**config.mk**
```make
export PLATFORM = sky130hd
export DESIGN_NAME = pmp_unit
export DESIGN_NICKNAME = d
export VERILOG_FILES = /design/src/pmp_pkg.sv /design/src/csr_regfile.sv /design/src/pmp_entry.sv /design/src/pmp_match_select.sv /design/src/pmp_unit.sv
export VERILOG_INCLUDE_DIRS = /design/src
export SDC_FILE = /design/constraint.sdc
export NUM_CORES = 2
export LEC_CHECK = 0
export BUFFER_PORTS_ARGS = -buffer_cell sky130_fd_sc_hd__buf_2
export CAP_MARGIN = 5
export CORE_MARGIN = 3
export CORE_UTILIZATION = 60
export CTS_BUF_LIST = sky130_fd_sc_hd__clkbuf_4
export CTS_CLUSTER_DIAMETER = 100
export DETAILED_ROUTE_END_ITERATION = 10
export PLACE_DENSITY = 0.89
export SETUP_SLACK_MARGIN = 0.4
export SLEW_MARGIN = 5
export SYNTH_ARGS = -nofsm -noshare
export SYNTH_HDL_FRONTEND = slang
export SYNTH_SLANG_ARGS = --single-unit
```
**constraint.sdc**
```tcl
create_clock -name clk -period 6.6 [get_ports clk]
set_input_delay 0.66 -clock clk [delete_from_list [all_inputs] [get_ports clk]]
set_output_delay 0.66 -clock clk [all_outputs]
set_load 0.02 [all_outputs]
```
**src/pmp_consts.svh**
```systemverilog
`ifndef PMP_CONSTS_SVH
`define PMP_CONSTS_SVH

// Datapath widths
`define XLEN        32
`define PA_WIDTH    34

// PMP table geometry
`define PMP_ENTRIES 8
`define PMP_IDX_W   3

// CSR numbering
`define CSR_ADDR_W  12

`define CSR_MISA     12'h301
`define CSR_MSCRATCH 12'h340

// pmpcfgN and pmpaddrN follow these bases
`define CSR_PMPCFG0  12'h3A0
`define CSR_PMPADDR0 12'h3B0

// RV32 with I, M, S and U extensions
`define MISA_VALUE  32'h4014_1100

`endif

```
**src/pmp_pkg.sv**
```systemverilog
`default_nettype none
`include "pmp_consts.svh"

package pmp_pkg;

  // Code 3 is left unassigned and decodes as illegal
  typedef enum logic [1:0] {
    CSR_RW = 2'd0,
    CSR_RS = 2'd1,
    CSR_RC = 2'd2
  } csr_op_t;

  // Address matching mode, A field of the config byte
  typedef enum logic [1:0] {
    OFF   = 2'd0,
    TOR   = 2'd1,
    NA4   = 2'd2,
    NAPOT = 2'd3
  } pmp_mode_t;

  typedef struct packed {
    logic      lock;
    logic [1:0] rsvd;
    pmp_mode_t mode;
    logic      x;
    logic      w;
    logic      r;
  } pmp_cfg_t;

  // Byte k of pmpcfgN configures entry 4N+k
  typedef union packed {
    logic [`XLEN-1:0]             raw;
    pmp_cfg_t [`XLEN/8-1:0]       entry;
  } pmpcfg_word_u;

endpackage

`default_nettype wire

```
**src/csr_regfile.sv**
```systemverilog
`timescale 1ns/1ps
`default_nettype none
`include "pmp_consts.svh"

module csr_regfile
  import pmp_pkg::*;
(
  input  logic                   clk,
  input  logic                   rst_n,
  input  logic                   csr_req,
  input  logic [`CSR_ADDR_W-1:0] csr_addr,
  input  csr_op_t                csr_op,
  input  logic [`XLEN-1:0]       csr_wdata,
  output logic                   csr_ack,
  output logic [`XLEN-1:0]       csr_rdata,
  output logic                   csr_invalid,
  output pmp_cfg_t               entry_cfg [`PMP_ENTRIES],
  output logic [`XLEN-1:0]       entry_addr [`PMP_ENTRIES]
);

  localparam int CFG_WORDS = `PMP_ENTRIES / 4;
  localparam int CFG_IDX_W = (CFG_WORDS > 1) ? $clog2(CFG_WORDS) : 1;

  logic [`XLEN-1:0]       mscratch;
  pmpcfg_word_u           pmpcfg [CFG_WORDS];
  logic [`XLEN-1:0]       pmpaddr [`PMP_ENTRIES];

  logic [`CSR_ADDR_W-1:0] cfg_off;
  logic [`CSR_ADDR_W-1:0] addr_off;
  logic                   is_misa;
  logic                   is_mscratch;
  logic                   is_cfg;
  logic                   is_addr;
  logic [CFG_IDX_W-1:0]   cfg_sel;
  logic [`PMP_IDX_W-1:0]  addr_sel;
  logic                   op_ok;
  logic                   access_bad;
  logic                   start;
  logic [`XLEN-1:0]       old_val;
  logic [`XLEN-1:0]       new_val;

  // A request is served once, on the first edge it is seen
  assign start = csr_req && !csr_ack;

  // Address decode
  always_comb begin
    cfg_off     = csr_addr - `CSR_PMPCFG0;
    addr_off    = csr_addr - `CSR_PMPADDR0;
    is_misa     = (csr_addr == `CSR_MISA);
    is_mscratch = (csr_addr == `CSR_MSCRATCH);
    is_cfg      = (cfg_off < CFG_WORDS);
    is_addr     = (addr_off < `PMP_ENTRIES);
    cfg_sel     = cfg_off[CFG_IDX_W-1:0];
    addr_sel    = addr_off[`PMP_IDX_W-1:0];
  end

  assign op_ok      = (csr_op == CSR_RW) || (csr_op == CSR_RS) || (csr_op == CSR_RC);
  assign access_bad = !op_ok || !(is_misa || is_mscratch || is_cfg || is_addr);

  // Old value mux
  always_comb begin
    old_val = '0;
    if (is_misa)
      old_val = `MISA_VALUE;
    else if (is_mscratch)
      old_val = mscratch;
    else if (is_cfg)
      old_val = pmpcfg[cfg_sel].raw;
    else if (is_addr)
      old_val = pmpaddr[addr_sel];
  end

  // Read-modify-write result
  always_comb begin
    case (csr_op)
      CSR_RW:  new_val = csr_wdata;
      CSR_RS:  new_val = old_val | csr_wdata;
      CSR_RC:  new_val = old_val & ~csr_wdata;
      default: new_val = old_val;
    endcase
  end

  // Four-phase handshake and response
  always_ff @(posedge clk or negedge rst_n) begin
    if (!rst_n) begin
      csr_ack     <= 1'b0;
      csr_rdata   <= '0;
      csr_invalid <= 1'b0;
    end else if (start) begin
      csr_ack     <= 1'b1;
      csr_rdata   <= access_bad ? '0 : old_val;
      csr_invalid <= access_bad;
    end else if (!csr_req) begin
      csr_ack     <= 1'b0;
    end
  end

  // Register storage, misa writes fall through unused
  always_ff @(posedge clk or negedge rst_n) begin
    if (!rst_n) begin
      mscratch <= '0;
      for (int i = 0; i < CFG_WORDS; i++) begin
        pmpcfg[i] <= '0;
      end
      for (int i = 0; i < `PMP_ENTRIES; i++) begin
        pmpaddr[i] <= '0;
      end
    end else if (start && !access_bad) begin
      if (is_mscratch)
        mscratch <= new_val;
      if (is_cfg)
        pmpcfg[cfg_sel].raw <= new_val;
      if (is_addr)
        pmpaddr[addr_sel] <= new_val;
    end
  end

  // Byte view of the config words fans out per entry
  always_comb begin
    for (int i = 0; i < `PMP_ENTRIES; i++) begin
      entry_cfg[i]  = pmpcfg[i / 4].entry[i % 4];
      entry_addr[i] = pmpaddr[i];
    end
  end

  ack_needs_req: assert property (
    @(posedge clk) disable iff (!rst_n)
    $rose(csr_ack) |-> $past(csr_req)
  );

endmodule

`default_nettype wire

```
**src/pmp_entry.sv**
```systemverilog
`timescale 1ns/1ps
`default_nettype none
`include "pmp_consts.svh"

module pmp_entry
  import pmp_pkg::*;
(
  input  logic                 clk,
  input  logic                 rst_n,
  input  logic [`PA_WIDTH-1:0] lookup_addr,
  input  pmp_cfg_t             cfg,
  input  logic [`XLEN-1:0]     addr,
  input  logic [`XLEN-1:0]     prev_addr,
  output logic                 match,
  output logic [2:0]           perm
);

  logic [`XLEN-1:0] word_addr;
  logic [`XLEN-1:0] napot_ignore;
  logic             hit;

  // pmpaddr holds bits 33:2 of the physical address
  assign word_addr = lookup_addr[`PA_WIDTH-1:2];

  // Low t+1 bits set, t being the trailing ones of addr
  assign napot_ignore = addr ^ (addr + 1'b1);

  always_comb begin
    case (cfg.mode)
      TOR:     hit = (word_addr >= prev_addr) && (word_addr < addr);
      NA4:     hit = (word_addr == addr);
      NAPOT:   hit = ((word_addr ^ addr) & ~napot_ignore) == '0;
      default: hit = 1'b0;
    endcase
  end

  // Stage 1 register
  always_ff @(posedge clk or negedge rst_n) begin
    if (!rst_n) begin
      match <= 1'b0;
      perm  <= '0;
    end else begin
      match <= hit;
      perm  <= {cfg.x, cfg.w, cfg.r};
    end
  end

  off_never_matches: assert property (
    @(posedge clk) disable iff (!rst_n)
    (cfg.mode == OFF) |=> !match
  );

endmodule

`default_nettype wire

```
**src/pmp_match_select.sv**
```systemverilog
`timescale 1ns/1ps
`default_nettype none
`include "pmp_consts.svh"

module pmp_match_select (
  input  logic                  clk,
  input  logic                  rst_n,
  input  logic                  lookup_valid,
  input  logic [`PMP_ENTRIES-1:0] entry_match,
  input  logic [2:0]            entry_perm [`PMP_ENTRIES],
  output logic                  result_valid,
  output logic                  result_match,
  output logic [`PMP_IDX_W-1:0] result_index,
  output logic [2:0]            result_perm
);

  logic                  valid_s1;
  logic                  any_hit;
  logic                  sel_hit;
  logic [`PMP_IDX_W-1:0] hit_idx;

  // Scan from the top so the lowest set index is left standing
  always_comb begin
    any_hit = 1'b0;
    hit_idx = '0;
    for (int i = `PMP_ENTRIES - 1; i >= 0; i--) begin
      if (entry_match[i]) begin
        any_hit = 1'b1;
        hit_idx = `PMP_IDX_W'(i);
      end
    end
  end

  // Stale entry outputs are ignored without a lookup in flight
  assign sel_hit = valid_s1 && any_hit;

  // Valid lines up with the stage 1 entry registers
  always_ff @(posedge clk or negedge rst_n) begin
    if (!rst_n) begin
      valid_s1 <= 1'b0;
    end else begin
      valid_s1 <= lookup_valid;
    end
  end

  // Stage 2 result register
  always_ff @(posedge clk or negedge rst_n) begin
    if (!rst_n) begin
      result_valid <= 1'b0;
      result_match <= 1'b0;
      result_index <= '0;
      result_perm  <= '0;
    end else begin
      result_valid <= valid_s1;
      result_match <= sel_hit;
      result_index <= sel_hit ? hit_idx : '0;
      result_perm  <= sel_hit ? entry_perm[hit_idx] : '0;
    end
  end

  result_two_after_lookup: assert property (
    @(posedge clk) disable iff (!rst_n)
    result_valid |-> $past(lookup_valid, 2)
  );

endmodule

`default_nettype wire

```
**src/pmp_unit.sv**
```systemverilog
`timescale 1ns/1ps
`default_nettype none
`include "pmp_consts.svh"

module pmp_unit
  import pmp_pkg::*;
(
  input  logic                   clk,
  input  logic                   rst_n,
  input  logic                   csr_req,
  input  logic [`CSR_ADDR_W-1:0] csr_addr,
  input  csr_op_t                csr_op,
  input  logic [`XLEN-1:0]       csr_wdata,
  output logic                   csr_ack,
  output logic [`XLEN-1:0]       csr_rdata,
  output logic                   csr_invalid,
  input  logic                   lookup_valid,
  input  logic [`PA_WIDTH-1:0]   lookup_addr,
  output logic                   result_valid,
  output logic                   result_match,
  output logic [`PMP_IDX_W-1:0]  result_index,
  output logic [2:0]             result_perm
);

  pmp_cfg_t                entry_cfg [`PMP_ENTRIES];
  logic [`XLEN-1:0]        entry_addr [`PMP_ENTRIES];
  logic [`XLEN-1:0]        prev_bound [`PMP_ENTRIES];
  logic [`PMP_ENTRIES-1:0] entry_match;
  logic [2:0]              entry_perm [`PMP_ENTRIES];

  csr_regfile u_regfile (
    .clk         (clk),
    .rst_n       (rst_n),
    .csr_req     (csr_req),
    .csr_addr    (csr_addr),
    .csr_op      (csr_op),
    .csr_wdata   (csr_wdata),
    .csr_ack     (csr_ack),
    .csr_rdata   (csr_rdata),
    .csr_invalid (csr_invalid),
    .entry_cfg   (entry_cfg),
    .entry_addr  (entry_addr)
  );

  for (genvar i = 0; i < `PMP_ENTRIES; i++) begin : g_entry
    // TOR lower bound comes from the entry below, zero for entry 0
    if (i == 0) begin : g_first
      assign prev_bound[i] = '0;
    end else begin : g_rest
      assign prev_bound[i] = entry_addr[i-1];
    end

    pmp_entry u_entry (
      .clk         (clk),
      .rst_n       (rst_n),
      .lookup_addr (lookup_addr),
      .cfg         (entry_cfg[i]),
      .addr        (entry_addr[i]),
      .prev_addr   (prev_bound[i]),
      .match       (entry_match[i]),
      .perm        (entry_perm[i])
    );
  end

  pmp_match_select u_select (
    .clk          (clk),
    .rst_n        (rst_n),
    .lookup_valid (lookup_valid),
    .entry_match  (entry_match),
    .entry_perm   (entry_perm),
    .result_valid (result_valid),
    .result_match (result_match),
    .result_index (result_index),
    .result_perm  (result_perm)
  );

endmodule

`default_nettype wire

```
==> impl_results.md <==
- Main area contributors after synthesis: dfrtp_1 37%, ha_1 12%, a21oi_1 7.0%
- Failing checks: max-capacitance violations
- Crit path max fanout: 10
- Largest family of logic cells by synthesized area: compound AO/OA/AOI/OAI gates
- DR WL/cell: between 20 and 30 µm
- Synth async-reset ratio: 100.0%
- Largest net degree at the start of global routing: approximately 160
- Status: finished, violations left
- Site row count: 79
- Minimum clock period: 4.258 ns
- PwrDens: 182.3 nW/µm²
- Post-route clock period utilization: approximately 65%
- Number of global-route vias before repair: between 20000 and 30000
- Worst path max stage delay: 1.12 ns
- Final WL: 117.9 mm
- Number of synthesized flops with an enable pin: 0
- Hold Vio Cnt, Final: 0
- Port Buffer Count: 123
- CP Cell Sequence: ha_1, and3_1, a41oi_1, a2111oi_0, o221ai_1, a2111oi_0, nand4_1, o311ai_0
- Ys Warns: 0
- Nets: 3830
- Crit-path slowest cell: a2111oi_0
- Synth Area in Compound Gates: 22.95%
- Number of H-tree levels: 3
- WP data arrival: 4.98 ns
- Most frequent CP cell: a2111oi_0
- Initial antenna violation count: 6
- Die Ht: 223.9 µm
- Die Area: approximately 50000 µm²
- TritonCTS clock tree: built
- Critical path class: reg -> reg
- First drt pass iteration count: 8
- Max Cap Violations: 1
- Final ANT Viol Nets: 0
- Unrepaired setup endpoints after global routing: no
- Clock Path Buffers: 3
- Detailed Place HPWL: approximately 90 mm
- WP buf/inv: 0
- Fin. max-slew vios: 0
- TritonCTS buffer count: 112
- Final GP Congestion: 1.071
- Clock transition at path regs: 0.08 ns
- Vias per inst: between 6 and 7
- Placed inst area: 29740 µm²
- Startpoint Class: flop
- Worst Hold Class: in -> reg
- Area leader, netlist: dfrtp_1
- Initial Util: 60.95%
- Largest delay share family, worst path: compound AO/OA/AOI/OAI gates
- Setup Skew: about 0.10 ns
- Worst Max-Slew Pin Slew: around 1.5 ns
- DR vias: 28890
- Post-synthesis mux area share: about 4.5%
- DRC Markers: 0
- #FFs+latches synth: 427
- Share of layout cells above drive strength 1: 11.27%
- Simple-gate share of the synthesized area: between 10% and 20%
- Clk_lat worst skew: 0.98 ns
- Area fraction of the dominant cell type after synthesis: between 30 and 40%
- Setup Fix Bufs, Post-CTS: 0
- Die Span X: 223.9 µm
- Mean Syn Cell Area: roughly 8.5 µm²
- Total Routing Usage GR: 46.37%
- CP Capture Type: flop
- Clock root cell: clkbuf_4
- GRT overflow: 0
- Drt initial violations: 4066
- Pwr Total: 5.679 mW
- Highest Clock Rate: roughly 0.23 GHz
- Crit path required time: 7.33 ns
- Setup TNS Final: 0 ns
- Maximum VDD drop: 0.0001613 V
- Post-route cell area: 31150 µm²
- Core area: 46750 µm²
- Synthesized area: 28500 µm²
- Adder-Cell Fraction of Synth Area: 11.68%
- Main synth FF type: dfrtp_1
- Post-Synthesis Cells: about 3400
- Sequential share of the synthesized area: between 30% and 40%
- Synth-to-layout area growth: 9.295%
- Setup violations, final: 0
- Sink Count: approximately 430
- Syn_nets: 3712
- IO Pins: about 130
- Slew HR: less than 1%
- Synth Area in XOR/XNOR: 0.2459%
- First-pass GRT wire length: approximately 170 mm
- Post-synthesis cell type count: between 70 and 80
- Leak: 13.56 nW
==> cell families after synthesis <==
group	Yosys count
adders and majority gates	266
muxes	97
buffers and inverters	476
xor gates and xnor gates	8
and+or+nand+nor	1007
AOI/OAI and AO/OA	1081
DFF	427
==> stage by stage <==
step | hold WS (ns) | cells | setup slack [ns] | utilization [%]
after global placement | 0.3816 | 3970 | 2.322 | 63.62
after CTS | 0.1779 | 4165 | 2.854 | 66.60
after global routing | 0.2293 | 4167 | 2.526 | 66.61
final | 0.2293 | 4168 | 2.342 | 66.62
after floorplan | 0.3644 | 3362 | 3.383 | -
after detailed placement | 0.3867 | 3970 | 2.157 | 63.62
==> registers in the layout, indices dropped and copies added, names as in the netlist <==
name / cells
u_regfile.entry_addr: 256
u_regfile.entry_cfg: 64
u_regfile.csr_rdata: 32
u_regfile.mscratch: 32
g_entry.u_entry.perm: 24
g_entry.u_entry.match: 8
u_select.result_index: 3
u_select.result_perm: 3
u_regfile.csr_ack: 1
u_regfile.csr_invalid: 1
u_select.result_match: 1
u_select.result_valid: 1
u_select.valid_s1: 1
==> cell usage after synthesis (all sizes together) (11+ instances only) <==
cell type,instances
dfrtp,427
a21oi,400
nor2,333
inv,294
nand2,277
o21ai,275
ha,266
clkbuf,154
nand4,73
mux2i,70
nor3,69
a31oi,60
nor4,52
nand3,49
o22ai,48
a211oi,34
a21o,34
and4,32
and3,28
buf,26
mux4,24
a32oi,22
nor2b,22
a41oi,21
o21bai,17
o211ai,15
o221ai,15
and2,14
nand2b,14
a22o,13
o2111ai,13
o22a,13
or3,13
a22oi,12
a221oi,11
==> layer usage <==
layer  GRT usage, %  vias up  routed length (µm)
li1               -    12570                   -
met1          62.84    13740               44970
met2          66.81     2135               49210
met3          14.60      443               15780
met4          24.68        6                7931
met5              0        -                  44
==> worst reg2reg max path, stage by stage, from the launching register on <==
cell,delay [ns]
dfrtp_1,0.54
ha_1,0.33
and3_1,0.30
a41oi_1,0.23
a2111oi_0,1.12
o221ai_1,0.30
a2111oi_0,0.86
nand4_1,0.19
o311ai_0,0.20
==> final timing paths <==
check,start,endpoint,slack (ns),cells after the start
worst max register to register,u_regfile.entry_addr[161],g_entry[2].u_entry.match,2.34,8
min in group asynchronous,rst_n,u_regfile.csr_rdata[25],0.32,2
worst min-delay path,csr_wdata[29],u_regfile.mscratch[29],0.23,4
max in group asynchronous,rst_n,u_regfile.mscratch[16],4.48,3
worst max-delay path,u_regfile.entry_addr[161],g_entry[2].u_entry.match,2.34,8
worst min register to register,u_regfile.entry_cfg[41],g_entry[2].u_entry.perm[1],0.34,0
==> where the power goes <==
part,internal [mW],total [mW],switching (mW)
Sequential,2.62,2.63,0.00894
Combinational,0.220,0.724,0.504
Clock,1.10,2.32,1.22
==> final cells by class <==
cell class	instances	area (µm²)
Timing Repair Buffer	184	1124
Antenna cell	3	7.507
Clock buffer	143	1074
Multi-Input combinational cell	2459	16100
Tap cell	607	759.5
Fill cell	3931	15610
Inverter	296	1111
Clock inverter	49	291.5
Sequential cell	427	10690
==> cells in the final DEF, fill, tap and decap left out, types with 22 or more instances in the layout <==
cell,n
mux2i_1,70
nor4_1,51
inv_1,294
dfrtp_1,427
nor2b_1,22
o22ai_1,48
a32oi_1,22
and4_1,32
nor3_1,67
ha_1,266
and3_1,27
o21ai_0,267
nand2_1,277
a21oi_1,396
nand4_1,71
a21o_1,34
buf_4,59
mux4_2,24
a31oi_1,60
clkinv_1,34
nor2_1,328
a211oi_1,34
nand3_1,45
buf_2,119
clkbuf_4,143
==> repair_timing <==
action / CTS / global route
resized for setup: 0 / 0
hold endpoints to repair: 121 / 0
hold buffers: 3 / 0
Note: power is estimated with default switching activity, not from simulation.
